==> src/logic/rib_pkg.sv <==
package rib_pkg;

    typedef logic [31:0] rib_addr_t;
    typedef logic [31:0] rib_data_t;

    typedef struct packed {
        rib_addr_t addr;
        rib_data_t wdata;
        logic      we;
    } rib_req_t;

    typedef struct packed {
        logic [15:0] tx_data_num;
        logic        tx_enable;
        logic        fifo_wr_en;
        logic [31:0] board_ip;
        logic [31:0] des_ip;
        logic [15:0] board_port;
        logic [15:0] des_port;
    } udp_cfg_t;

    // Levels from the network side
    typedef struct packed {
        logic tx_done;
        logic busy;
        logic end_tran;
        logic tx_req;
        logic prog_empty;   // Packet FIFO below threshold
    } udp_stat_t;

    // Offsets in the low 16 address bits
    localparam logic [15:0] REG_UDP_CONFIG = 16'h0010;
    localparam logic [15:0] REG_BOARD_IP   = 16'h0014;
    localparam logic [15:0] REG_DES_IP     = 16'h0018;
    localparam logic [15:0] REG_BOARD_PORT = 16'h001C;
    localparam logic [15:0] REG_DES_PORT   = 16'h0020;
    localparam logic [15:0] REG_SYS_STATUS = 16'h0028;
    localparam logic [15:0] REG_TEST       = 16'h002C;
    localparam logic [15:0] REG_SYS_MODE   = 16'h0030;

    // Window select is the top offset nibble
    localparam logic [3:0] WIN_ADC_DATA = 4'h1;
    localparam logic [3:0] WIN_BASELINE = 4'h2;
    localparam logic [3:0] WIN_NOISE    = 4'h3;
    localparam int CH_STRIDE_SHIFT = 3;     // 8 bytes per channel

    localparam rib_data_t UNMAPPED_DATA = 32'hDEAD_BEEF;

    localparam logic [15:0] RST_TX_DATA_NUM = 16'd100;
    localparam logic [31:0] RST_BOARD_IP    = {8'd192, 8'd168, 8'd185, 8'd111};
    localparam logic [31:0] RST_DES_IP      = {8'd192, 8'd168, 8'd185, 8'd243};
    localparam logic [15:0] RST_PORT        = 16'd1234;

endpackage

==> src/logic/fee_pkg.sv <==
package fee_pkg;

    localparam int NUM_CHANNELS = 8;
    localparam int ADC_WIDTH    = 12;
    localparam int DATA_WIDTH   = 16;

    typedef logic [ADC_WIDTH-1:0]  adc_sample_t;
    typedef logic [DATA_WIDTH-1:0] chan_word_t;
    typedef adc_sample_t [NUM_CHANNELS-1:0] adc_bus_t;
    typedef chan_word_t  [NUM_CHANNELS-1:0] chan_bank_t;

    typedef logic [4:0] fee_mode_t;
    localparam fee_mode_t MODE_IDLE        = 5'd0;
    localparam fee_mode_t MODE_CALIBRATION = 5'd1;
    localparam fee_mode_t MODE_ACQUISITION = 5'd2;

    // Status as written by software
    typedef logic [4:0] sys_status_t;
    localparam sys_status_t STAT_WAIT            = 5'd0;
    localparam sys_status_t STAT_INIT_FINISH     = 5'd1;
    localparam sys_status_t STAT_MEASURE_START   = 5'd2;
    localparam sys_status_t STAT_MEASURE_FINISH  = 5'd3;
    localparam sys_status_t STAT_CLUSTER_FINDING = 5'd4;
    localparam sys_status_t STAT_UDP_REQ_WAIT    = 5'd7;
    localparam sys_status_t STAT_UDP_REQ         = 5'd8;

    typedef enum logic [1:0] {
        S_IDLE,
        S_CAPTURE,
        S_TRANSMIT,
        S_MESSAGE
    } ctrl_state_e;

    localparam fee_mode_t RST_MODE = MODE_CALIBRATION;

endpackage

==> src/logic/rib_regs.sv <==
`timescale 1ns/1ps

module rib_regs (
    input  logic                 clk,
    input  logic                 rst,
    input  rib_pkg::rib_req_t    rib_req_i,
    input  fee_pkg::adc_bus_t    adc_data_i,
    input  logic                 adc_data_ready_i,
    input  logic                 capture_en_i,
    output rib_pkg::udp_cfg_t    udp_cfg_o,
    output fee_pkg::sys_status_t sys_status_o,
    output fee_pkg::fee_mode_t   cfg_mode_o,
    output rib_pkg::rib_data_t   test_word_o,
    output fee_pkg::chan_bank_t  baseline_o,
    output fee_pkg::chan_bank_t  noise_o,
    output fee_pkg::chan_bank_t  samples_o
);

    logic [15:0]                          offset;
    logic [11-rib_pkg::CH_STRIDE_SHIFT:0] ch_idx;
    logic                                 ch_ok;
    rib_pkg::rib_data_t                   wdata;

    assign offset = rib_req_i.addr[15:0];
    assign ch_idx = offset[11:rib_pkg::CH_STRIDE_SHIFT];
    assign ch_ok  = ch_idx < fee_pkg::NUM_CHANNELS;
    assign wdata  = rib_req_i.wdata;

    always_ff @(posedge clk or negedge rst) begin
        if (!rst) begin
            udp_cfg_o.tx_data_num <= rib_pkg::RST_TX_DATA_NUM;
            udp_cfg_o.tx_enable   <= 1'b1;
            udp_cfg_o.fifo_wr_en  <= 1'b0;
            udp_cfg_o.board_ip    <= rib_pkg::RST_BOARD_IP;
            udp_cfg_o.des_ip      <= rib_pkg::RST_DES_IP;
            udp_cfg_o.board_port  <= rib_pkg::RST_PORT;
            udp_cfg_o.des_port    <= rib_pkg::RST_PORT;
            sys_status_o          <= fee_pkg::STAT_WAIT;
            cfg_mode_o            <= fee_pkg::RST_MODE;
            test_word_o           <= '0;
        end else if (rib_req_i.we) begin
            case (offset)
                rib_pkg::REG_UDP_CONFIG: begin
                    udp_cfg_o.tx_data_num <= wdata[15:0];
                    udp_cfg_o.tx_enable   <= wdata[16];
                    udp_cfg_o.fifo_wr_en  <= wdata[17];
                end
                rib_pkg::REG_BOARD_IP:   udp_cfg_o.board_ip   <= wdata;
                rib_pkg::REG_DES_IP:     udp_cfg_o.des_ip     <= wdata;
                rib_pkg::REG_BOARD_PORT: udp_cfg_o.board_port <= wdata[15:0];
                rib_pkg::REG_DES_PORT:   udp_cfg_o.des_port   <= wdata[15:0];
                rib_pkg::REG_SYS_STATUS: sys_status_o <= wdata[4:0];
                rib_pkg::REG_TEST:       test_word_o  <= wdata;
                rib_pkg::REG_SYS_MODE:   cfg_mode_o   <= wdata[4:0];
                default: ;              // Windows handled below
            endcase
        end
    end

    // Channels past the bank drop their calibration writes
    always_ff @(posedge clk) begin
        if (rib_req_i.we && ch_ok) begin
            if (offset[15:12] == rib_pkg::WIN_BASELINE) begin
                baseline_o[ch_idx] <= fee_pkg::chan_word_t'(wdata);
            end
            if (offset[15:12] == rib_pkg::WIN_NOISE) begin
                noise_o[ch_idx] <= fee_pkg::chan_word_t'(wdata);
            end
        end
    end

    // Samples latch only while the FSM captures
    always_ff @(posedge clk) begin
        if (adc_data_ready_i && capture_en_i) begin
            for (int i = 0; i < fee_pkg::NUM_CHANNELS; i++) begin
                samples_o[i] <= fee_pkg::chan_word_t'(adc_data_i[i]);   // Zero-extend
            end
        end
    end

endmodule

==> src/logic/rib_readback.sv <==
`timescale 1ns/1ps

module rib_readback (
    input  rib_pkg::rib_addr_t   rib_addr_i,
    input  rib_pkg::udp_cfg_t    udp_cfg_i,
    input  fee_pkg::sys_status_t sys_status_i,
    input  fee_pkg::fee_mode_t   fee_mode_i,
    input  logic                 udp_tx_req_i,
    input  rib_pkg::rib_data_t   test_word_i,
    input  fee_pkg::chan_bank_t  baseline_i,
    input  fee_pkg::chan_bank_t  noise_i,
    input  fee_pkg::chan_bank_t  samples_i,
    output rib_pkg::rib_data_t   rib_rdata_o
);

    logic [15:0]                          offset;
    logic [11-rib_pkg::CH_STRIDE_SHIFT:0] ch_idx;
    logic                                 ch_ok;
    fee_pkg::sys_status_t                 status_rd;

    assign offset = rib_addr_i[15:0];
    assign ch_idx = offset[11:rib_pkg::CH_STRIDE_SHIFT];
    assign ch_ok  = ch_idx < fee_pkg::NUM_CHANNELS;

    // Status seen by software depends on the operating mode
    always_comb begin
        status_rd = sys_status_i;
        if (fee_mode_i == fee_pkg::MODE_CALIBRATION &&
            sys_status_i != fee_pkg::STAT_MEASURE_FINISH) begin
            status_rd = fee_pkg::STAT_MEASURE_START;
        end else if (fee_mode_i == fee_pkg::MODE_IDLE) begin
            status_rd = fee_pkg::STAT_WAIT;
        end else if (fee_mode_i == fee_pkg::MODE_ACQUISITION) begin
            if (sys_status_i == fee_pkg::STAT_UDP_REQ_WAIT) begin
                status_rd = udp_tx_req_i ? fee_pkg::STAT_UDP_REQ : '0;
            end else begin
                status_rd = fee_pkg::STAT_CLUSTER_FINDING;
            end
        end
    end

    always_comb begin
        rib_rdata_o = rib_pkg::UNMAPPED_DATA;
        case (offset)
            rib_pkg::REG_UDP_CONFIG: begin
                rib_rdata_o = {14'h0, udp_cfg_i.fifo_wr_en, udp_cfg_i.tx_enable,
                               udp_cfg_i.tx_data_num};
            end
            rib_pkg::REG_BOARD_IP:   rib_rdata_o = udp_cfg_i.board_ip;
            rib_pkg::REG_DES_IP:     rib_rdata_o = udp_cfg_i.des_ip;
            rib_pkg::REG_BOARD_PORT: rib_rdata_o = rib_pkg::rib_data_t'(udp_cfg_i.board_port);
            rib_pkg::REG_DES_PORT:   rib_rdata_o = rib_pkg::rib_data_t'(udp_cfg_i.des_port);
            rib_pkg::REG_SYS_STATUS: rib_rdata_o = rib_pkg::rib_data_t'(status_rd);
            rib_pkg::REG_TEST:       rib_rdata_o = test_word_i;
            rib_pkg::REG_SYS_MODE:   rib_rdata_o = rib_pkg::rib_data_t'(fee_mode_i); // Operating
            default: begin
                if (ch_ok) begin
                    case (offset[15:12])
                        rib_pkg::WIN_ADC_DATA:
                            rib_rdata_o = rib_pkg::rib_data_t'(samples_i[ch_idx]);
                        rib_pkg::WIN_BASELINE:
                            rib_rdata_o = rib_pkg::rib_data_t'(baseline_i[ch_idx]);
                        rib_pkg::WIN_NOISE:
                            rib_rdata_o = rib_pkg::rib_data_t'(noise_i[ch_idx]);
                        default: ;
                    endcase
                end
            end
        endcase
    end

endmodule

==> src/logic/fee_ctrl_fsm.sv <==
`timescale 1ns/1ps

module fee_ctrl_fsm (
    input  logic                 clk,
    input  logic                 rst,
    input  fee_pkg::fee_mode_t   cfg_mode_i,
    input  fee_pkg::sys_status_t sys_status_i,
    input  logic                 cfg_fifo_wr_en_i,
    input  logic                 cfg_tx_enable_i,
    input  rib_pkg::udp_stat_t   udp_stat_i,
    output fee_pkg::fee_mode_t   fee_mode_o,
    output logic                 fifo_wr_en_o,
    output logic                 udp_tx_enable_o,
    output logic                 message_sending_o
);

    fee_pkg::ctrl_state_e state;
    fee_pkg::fee_mode_t   mode_q;
    logic                 mode_changed;
    logic                 run;
    logic                 tx_go;
    logic                 meas_done;

    assign mode_changed = mode_q != cfg_mode_i;
    assign meas_done    = fee_mode_o == fee_pkg::MODE_CALIBRATION &&
                          sys_status_i == fee_pkg::STAT_MEASURE_FINISH;

    // Calibration waits for the measurement, acquisition for FIFO data
    assign tx_go = cfg_tx_enable_i && !udp_stat_i.end_tran &&
                   (meas_done || (fee_mode_o == fee_pkg::MODE_ACQUISITION &&
                                  !udp_stat_i.prog_empty));

    always_ff @(posedge clk or negedge rst) begin
        if (!rst) begin
            mode_q     <= fee_pkg::RST_MODE;   // Same as the register reset so no message at start
            run        <= 1'b0;
            state      <= fee_pkg::S_IDLE;
            fee_mode_o <= fee_pkg::MODE_IDLE;
        end else begin
            mode_q <= cfg_mode_i;
            if (sys_status_i == fee_pkg::STAT_INIT_FINISH) begin
                run <= 1'b1;                    // Sticky until reset
            end
            if (mode_changed) begin
                state      <= fee_pkg::S_MESSAGE;
                fee_mode_o <= cfg_mode_i;
            end else begin
                case (state)
                    fee_pkg::S_IDLE: begin
                        if (cfg_fifo_wr_en_i && run && fee_mode_o != fee_pkg::MODE_IDLE) begin
                            state <= fee_pkg::S_CAPTURE;
                        end
                    end
                    fee_pkg::S_CAPTURE: begin
                        if (tx_go) state <= fee_pkg::S_TRANSMIT;
                    end
                    fee_pkg::S_TRANSMIT: begin
                        if (udp_stat_i.end_tran || !udp_stat_i.busy) begin
                            state <= fee_pkg::S_IDLE;
                            if (meas_done) fee_mode_o <= fee_pkg::MODE_IDLE;
                        end
                    end
                    fee_pkg::S_MESSAGE: begin
                        if (udp_stat_i.tx_done || udp_stat_i.end_tran) state <= fee_pkg::S_IDLE;
                    end
                    default: state <= fee_pkg::S_IDLE;
                endcase
            end
        end
    end

    assign fifo_wr_en_o      = state == fee_pkg::S_CAPTURE || state == fee_pkg::S_TRANSMIT;
    assign udp_tx_enable_o   = state == fee_pkg::S_TRANSMIT || state == fee_pkg::S_MESSAGE;
    assign message_sending_o = state == fee_pkg::S_MESSAGE;

endmodule

==> src/logic/packet_trigger.sv <==
`timescale 1ns/1ps

module packet_trigger (
    input  logic                 clk,
    input  logic                 rst,
    input  logic                 udp_tx_done_i,
    input  logic                 udp_tx_enable_i,
    input  fee_pkg::sys_status_t sys_status_i,
    output logic                 data_accept_o
);

    logic tx_done_q;
    logic done_edge;
    logic monitoring;
    logic first_sent;

    always_ff @(posedge clk or negedge rst) begin
        if (!rst) begin
            tx_done_q     <= 1'b0;
            done_edge     <= 1'b0;
            monitoring    <= 1'b0;
            first_sent    <= 1'b0;
            data_accept_o <= 1'b0;
        end else begin
            tx_done_q <= udp_tx_done_i;
            done_edge <= udp_tx_done_i && !tx_done_q;
            if (done_edge) monitoring <= 1'b1;

            // First packet and finished measurement take priority
            if ((udp_tx_enable_i && !first_sent) ||
                sys_status_i == fee_pkg::STAT_MEASURE_FINISH) begin
                data_accept_o <= 1'b1;
                first_sent    <= 1'b1;
                monitoring    <= 1'b0;
            end else if (monitoring) begin
                data_accept_o <= 1'b1;      // One pulse per done edge
                monitoring    <= 1'b0;
            end else begin
                data_accept_o <= 1'b0;
            end
        end
    end

endmodule

==> src/logic/fee_top.sv <==
`timescale 1ns/1ps

module fee_top (
    input  logic               clk,
    input  logic               rst,
    input  rib_pkg::rib_req_t  rib_req_i,
    output rib_pkg::rib_data_t rib_rdata_o,
    input  fee_pkg::adc_bus_t  adc_data_i,
    input  logic               adc_data_ready_i,
    input  rib_pkg::udp_stat_t udp_stat_i,
    output rib_pkg::udp_cfg_t  udp_cfg_o,
    output fee_pkg::fee_mode_t fee_mode_o,
    output logic               fifo_wr_en_o,
    output logic               udp_tx_enable_o,
    output logic               message_sending_o,
    output logic               data_accept_o
);

    fee_pkg::sys_status_t sys_status;
    fee_pkg::fee_mode_t   cfg_mode;
    rib_pkg::rib_data_t   test_word;
    fee_pkg::chan_bank_t  baseline;
    fee_pkg::chan_bank_t  noise;
    fee_pkg::chan_bank_t  samples;

    rib_regs u_rib_regs (
        .clk              (clk),
        .rst              (rst),
        .rib_req_i        (rib_req_i),
        .adc_data_i       (adc_data_i),
        .adc_data_ready_i (adc_data_ready_i),
        .capture_en_i     (fifo_wr_en_o),      // Capture while FIFO writes run
        .udp_cfg_o        (udp_cfg_o),
        .sys_status_o     (sys_status),
        .cfg_mode_o       (cfg_mode),
        .test_word_o      (test_word),
        .baseline_o       (baseline),
        .noise_o          (noise),
        .samples_o        (samples)
    );

    rib_readback u_rib_readback (
        .rib_addr_i   (rib_req_i.addr),
        .udp_cfg_i    (udp_cfg_o),
        .sys_status_i (sys_status),
        .fee_mode_i   (fee_mode_o),
        .udp_tx_req_i (udp_stat_i.tx_req),
        .test_word_i  (test_word),
        .baseline_i   (baseline),
        .noise_i      (noise),
        .samples_i    (samples),
        .rib_rdata_o  (rib_rdata_o)
    );

    fee_ctrl_fsm u_fee_ctrl_fsm (
        .clk               (clk),
        .rst               (rst),
        .cfg_mode_i        (cfg_mode),
        .sys_status_i      (sys_status),
        .cfg_fifo_wr_en_i  (udp_cfg_o.fifo_wr_en),
        .cfg_tx_enable_i   (udp_cfg_o.tx_enable),
        .udp_stat_i        (udp_stat_i),
        .fee_mode_o        (fee_mode_o),
        .fifo_wr_en_o      (fifo_wr_en_o),
        .udp_tx_enable_o   (udp_tx_enable_o),
        .message_sending_o (message_sending_o)
    );

    packet_trigger u_packet_trigger (
        .clk             (clk),
        .rst             (rst),
        .udp_tx_done_i   (udp_stat_i.tx_done),
        .udp_tx_enable_i (udp_tx_enable_o),
        .sys_status_i    (sys_status),
        .data_accept_o   (data_accept_o)
    );

endmodule

==> config.mk <==
export PLATFORM = sky130hd
export DESIGN_NAME = fee_top
export DESIGN_NICKNAME = d
export VERILOG_FILES = /design/src/logic/rib_pkg.sv /design/src/logic/fee_pkg.sv /design/src/logic/rib_regs.sv /design/src/logic/rib_readback.sv /design/src/logic/fee_ctrl_fsm.sv /design/src/logic/packet_trigger.sv /design/src/logic/fee_top.sv
export SDC_FILE = /design/constraint.sdc
export NUM_CORES = 1
export LEC_CHECK = 0
export BUFFER_PORTS_ARGS = -buffer_cell sky130_fd_sc_hd__buf_2
export CORE_MARGIN = 2
export CORE_UTILIZATION = 50
export CTS_CLUSTER_DIAMETER = 40
export DETAILED_ROUTE_END_ITERATION = 8
export GPL_TIMING_DRIVEN = 0
export PLACE_DENSITY = 0.7
export SETUP_SLACK_MARGIN = 0.1
export SLEW_MARGIN = 20
export SYNTH_ARGS = -nofsm -noshare
export SYNTH_HDL_FRONTEND = slang
export SYNTH_HIERARCHICAL = 1
export SYNTH_SLANG_ARGS = --single-unit
==> constraint.sdc <==
create_clock -name clk -period 4.1 [get_ports clk]
set_clock_uncertainty 0.15 [all_clocks]
set_input_delay 0.82 -clock clk [delete_from_list [all_inputs] [get_ports clk]]
set_output_delay 0.82 -clock clk [all_outputs]
set_load 0.03 [all_outputs]
### Word-level counts from Yosys, hierarchy flattened

Cells that the tools add are included.

| cells by class | value |
|---|---|
| equality and inequality tests | 25 |
| add/sub/neg operators | 0 |
| shifts and indexed selects | 0 |
| bitwise logic cells | 0 |
| reduce and logical (&&, ||, !) cells | 41 |
| div/mod/pow operators | 0 |
| $mul | 0 |
| multiplexer cells | 33 |
| order comparisons | 3 |

Operators by type and width:

| kind | number |
|---|---|
| $bwmux W128 | 2 |
| $pmux W32 S8 | 1 |
| $bmux W16 S3 | 3 |
| $pmux W32 S3 | 1 |
| $eq A16 B5 Y1 const B | 4 |
| $eq A16 B6 Y1 const B | 4 |
| $mux W16 | 4 |
| $demux W16 S3 | 1 |
| $mux W5 | 8 |
| $mux W32 | 1 |
| $reduce_and A2 Y1 | 10 |
| $lt A9 B4 Y1 const B | 2 |
| $logic_and A1 B1 Y1 | 12 |
| $ne A3 B1 Y1 const B | 4 |
| $eq A5 B1 Y1 const B | 2 |
| $eq A5 B2 Y1 const B | 2 |
| $mux W2 | 5 |
| $ge A9 B1 Y1 const B | 1 |
| $eq A4 B2 Y1 const B | 2 |
| $pmux W2 S4 | 1 |
| $logic_or A1 B1 Y1 | 6 |
| $reduce_bool A2 Y1 | 3 |
| $eq A5 B3 Y1 const B | 1 |
| $logic_not A1 Y1 | 5 |
| other kinds (12) | 17 |

| word-level totals | value |
|---|---|
| latch bits | 0 |
| memory bits (writable) | 0 |
| memories kept | 0 |
| bits of input ports | 169 |
| word-level logic and storage cells | 145 |
| memory bits (read-only) | 0 |
| bits in registers | 526 |

### Logic depth before layout (Yosys ltp)

| logic depth | value |
|---|---|
| word-level depth | 7 |
| gate-level depth with buffers | 8 |
| mapped depth without buffers | 7 |

### By module

The synthesis kept the hierarchy.

Modules (own cells, without submodules):

| module | instances | cells each | area each (µm²) |
|---|---|---|---|
| rib_regs | 1 | 761 | 17143.9 |
| rib_readback | 1 | 430 | 4419.2 |
| fee_ctrl_fsm | 1 | 53 | 673.1 |
| packet_trigger | 1 | 14 | 177.7 |

### Worst setup path after synthesis

OpenSTA, ideal clock, no wires.

| path | value |
|---|---|
| path kind | input -> output |
| start | input rib_req_i[41] (netlist name) |
| end | output rib_rdata_o[2] |
| arrival | 2935 ps |
| cell stages on the path | 7 |
| data required time | 3130 ps |
| slack | 195 ps |
| cell sequence | or4_1 buf_2 buf_6 nor4_2 a222oi_1 a21boi_1 a21oi_1 |

| on the way | value |
|---|---|
| word-level cells in the longest chain between the ends | 3 |
| elaborated cells between the ends (all ways) | 11 |
| those cells by class | order compare (1); eq/ne (8); mux (2) |

RTL lines:

| element | RTL line | source |
|---|---|---|
| from (decl) | fee_top.sv:6 | `input rib_pkg::rib_req_t rib_req_i,` |
| $lt A9 B4 Y1 | rib_readback.sv:23 | `assign ch_ok = ch_idx < fee_pkg::NUM_CHANNELS;` |
| $mux W32 | rib_readback.sv:57 | `if (ch_ok) begin` |
| $pmux W32 S8 (*) | rib_readback.sv:44 | `case (offset)` |
| to (decl) | fee_top.sv:7 | `output rib_pkg::rib_data_t rib_rdata_o,` |

Mark *: on every way between the ends. The rest lies on a longest branch, timed or not.

### Worst setup path after layout

| path | value |
|---|---|
| start | input rib_req_i[36] (netlist name) |
| end | output rib_rdata_o[0] |

| on the way | value |
|---|---|
| word-level cells in the longest chain between the ends | 5 |
| elaborated cells between the ends (all ways) | 18 |
| those cells by class | order compare (1); eq/ne (8); mux (9) |

RTL lines:

| element | RTL line | source |
|---|---|---|
| $bmux W16 S3, on equally long branches | rib_readback.sv:64, rib_readback.sv:60, rib_readback.sv:62 |  |
| $mux W16, on equally long branches | rib_readback.sv:64, rib_readback.sv:60, rib_readback.sv:62 |  |
| $pmux W32 S3 | rib_readback.sv:58 | `case (offset[15:12])` |
| $mux W32 | rib_readback.sv:57 |  |
| $pmux W32 S8 (*) | rib_readback.sv:44 |  |

Mark *: on every way between the ends. The rest lies on a longest branch, timed or not. The select of a mux whose other input is x is not followed.

==> key figures <==
Drt
  • DR iter-0 viols: approximately 1,400
  • Post-route DRC: 0
  • Post-route ant nets: 0
  • Drt pass-1 iters: 6
  • Total number of vias: roughly 14,000
  • Vias per cell: roughly 6.0
  • Drt total wl: ~66,000 um
  • Routed WL per cell: around 28 um

Synthesis
  • Register area share after synthesis: ~67%
  • Mapped Area: 0.02241 mm2
  • Synth warn: 6
  • Main flop type after synthesis: edfxtp_1
  • Yosys top cell by area: edfxtp_1
  • Top post-synthesis cells by area: edfxtp_1 (47%), dfrtp_1 (14%), mux4_2 (9.6%)
  • Post-synth ARST share: between 30% and 40%
  • Top cells by count, synth: edfxtp_1 (352), dfrtp_1 (126), mux2_2 (100), mux4_2 (96), mux2_4 (50)
  • Yosys reg bits: ~530
  • Most frequent cell after synthesis: edfxtp_1
  • Syn_area_per_cell: about 18 um2
  • EDFF count, synth: between 300 and 400
  • Post-synth top area share: 47.16%
  • Synthesized instance count: about 1,300
  • Synth cell types: 74

Critical path
  • Delay-heaviest family, CP: buffers and inverters
  • Critical-path maximum fanout: 6
  • Crit path top cell by count: buf_12
  • Critical path data required time: between 3 and 4 ns
  • Cell chain of the critical path: buf_12, clkbuf_16, buf_12, or4_4, buf_12, nor4_4, buf_4, a22oi_2, nand2_1, o32a_1, buf_6
  • CP arrival: 3.12 ns
  • Crit path buf inv count: 6
  • CP startpoint kind: primary input
  • Max incr delay on CP: around 0.53 ns
  • CP max stage cell: or4_4
  • Crit Path Class: in -> out
  • CP Capture Type: output pin

Layout
  • Number of diodes: 0
  • FF/Latch Area: roughly 0.015 mm2
  • Layout Area Growth over Synthesis: 30.18%
  • Filler cell count in the final layout: approximately 3,000
  • Layout cell share with drive strength beyond 1: around 56%
  • Final #Nets: roughly 1,900
  • Layout Utilization: between 60% and 70%
  • Multi-input gate area: 0.007523 mm2

Place
  • Final Wtd Congestion: about 0.9
  • IO Port Bufs: 307
  • Detailed Place HPWL: 44,370 um

Floorplanning
  • Core box area: ~0.044 mm2
  • # IOs: 324
  • Die Span Y: around 220 um
  • Row count: just under 80
  • Initial Utilization: 50.69%
  • Die width: ~220 um
  • Die area: about 0.047 mm2

Timing
  • Slew Viols, Final: 0
  • RSZ-0062 raised after global routing: true
  • Final Hold Viols: 0
  • Slew HR: around 37%
  • Min Tclk post-route: between 4 and 5 ns
  • Setup TNS: 0 ns
  • Fin crit share: 99.80%
  • Final setup vio count: 0
  • Slew @ Worst Pin: roughly 0.94 ns
  • Fmax: roughly 240 MHz

GRT
  • Tot GR Track Use: roughly 28%
  • Initial antenna violation count: 4
  • Vias in the first global route: 14,970
  • Pin count of the biggest net entering global routing: slightly below 100
  • GRT Residual Overflow: 0
  • Global-route wire length before repair: between 90,000 and 100,000 um

Clock tree
  • Num CTS Buffers: 78
  • Clock transition at path regs: 0.05 ns
  • Number of clock sinks: around 530
  • Buffers from clock root to sink, at most: 3
  • Root buffer cell: clkbuf_16
  • # hold bufs at CTS: 0
  • Clk_lat worst skew: between 0.6 and 0.7 ns
  • CTS tree: done
  • H-tree levels: 3

Power and ir drop
  • Pleak: around 0.012 uW
  • Design Power: 14,090 uW
  • Pwr/cell area: around 480 mW/mm2
  • Worst IR drop on VDD: between 0.3 and 0.4 mV

Min path
  • Hold Crit Class: in -> async

Outcome
  • Outcome: finished, final reports clean

Job
  • Max_cap viols: 0
[cell families (layout without fill, tap and decap cells)]
kind of cell / count (synthesis) / count (layout) / share of synthesized area [%]
AOI/OAI and AO/OA: 146 / 146 / 4.762
xor gates and xnor gates: 5 / 5 / 0.1954
adders and majority gates: 5 / 5 / 0.2791
buffers and inverters: 110 / 615 / 2.931
DFF: 526 / 526 / 66.85
muxes: 288 / 288 / 19.93
other: 1 / 32 / 0.01673
and+or+nand+nor: 177 / 177 / 5.035
[cell type report]
cell class / instances / area share [%]
clock buffers: 84 / 6.985
well taps: 592 / 2.539
plain buffers: 99 / 3.178
multi-input cells: 653 / 25.78
repair buffers: 363 / 7.676
flip-flops and latches: 526 / 51.36
inverters: 10 / 0.1286
clock inverters: 59 / 2.354
[worst register-to-register path: cells and delay by family, from the launching register on]
kind               cells  cell delay [ns]
DFF                    1             0.48
AOI/OAI and AO/OA      3             0.55
and+or+nand+nor        2             1.13
[what timing repair did]
item	4_1_cts	5_1_grt
pin swaps	31	25
cloned	1	0
setup endpoints to repair	32	26
gates resized for setup	191	63
buffers inserted	26	19
[path summary, 6_finish.rpt]
kind                       slack [ns]                         end                    startpoint  depth (start not counted)
max in group asynchronous        2.85    u_rib_regs/udp_cfg_o[76]                           rst                          2
hold reg to reg                  0.24    u_fee_ctrl_fsm/mode_q[0]      u_rib_regs/cfg_mode_o[0]                          0
hold / removal                   0.04    u_rib_regs/udp_cfg_o[88]                           rst                          1
setup / recovery                0.008              rib_rdata_o[0]                 rib_req_i[36]                         11
setup reg to reg                 1.65     u_fee_ctrl_fsm/state[1]  u_fee_ctrl_fsm/fee_mode_o[4]                          5
min in group clk                 0.21  u_packet_trigger/tx_done_q                 udp_stat_i[4]                          1
[flip-flops by register name, summed over array words and instances (netlist names)]
signal,flops
u_packet_trigger/data_accept_o,1
u_rib_regs/test_word_o,32
u_fee_ctrl_fsm/state,2
u_fee_ctrl_fsm/run,1
u_fee_ctrl_fsm/fee_mode_o,5
u_packet_trigger/tx_done_q,1
u_rib_regs/sys_status_o,5
u_rib_regs/noise_o,128
u_packet_trigger/done_edge,1
u_packet_trigger/first_sent,1
u_rib_regs/cfg_mode_o,5
u_rib_regs/udp_cfg_o,114
u_rib_regs/baseline_o,128
u_fee_ctrl_fsm/mode_q,5
u_packet_trigger/monitoring,1
u_rib_regs/samples_o,96
[report_power, final]
part / total (uW) / switching (uW) / internal (uW)
Sequential: 6100 / 66.1 / 6030
Clock: 6830 / 2620 / 4210
Combinational: 1160 / 690 / 466
Total: 14100 / 3380 / 10700
[metal layers]
metal  global-route usage [%]  wire [um]  share of wire (%)
met5                        0         57              0.086
met4                    8.552       1992                3.0
met2                    48.66      33840                 51
met1                    35.68      23780                 36
met3                    7.555       6476                9.8
[placed cells by master (no fill, tap or decap), types with 20 or more instances in the layout]
cell,synthesis,final
a22oi_1,27,26
buf_6,9,23
dfstp_2,48,48
clkbuf_16,0,82
buf_4,33,91
a21oi_1,39,37
mux4_2,96,96
nand2_1,46,46
dfrtp_1,126,126
buf_2,29,297
edfxtp_1,352,352
mux2i_1,36,20
mux2_4,50,50
conb_1,1,32
mux2_2,100,100
[per-stage QoR]
stage | instances | hold slack (ns) | setup WS (ns) | area [um2]
after floorplan | 1289 | 0.2215 | 0.1950 | 22530
after global placement | 2188 | 0.2366 | -1.308 | 24810
after CTS | 2368 | 0.04786 | 0.07648 | 28790
final | 2386 | 0.03680 | 0.008146 | 29180
after detailed placement | 2198 | 0.2433 | -1.302 | 25080
after global routing | 2386 | 0.07192 | -0.002925 | 29180
(Power assumes the default switching activity.)
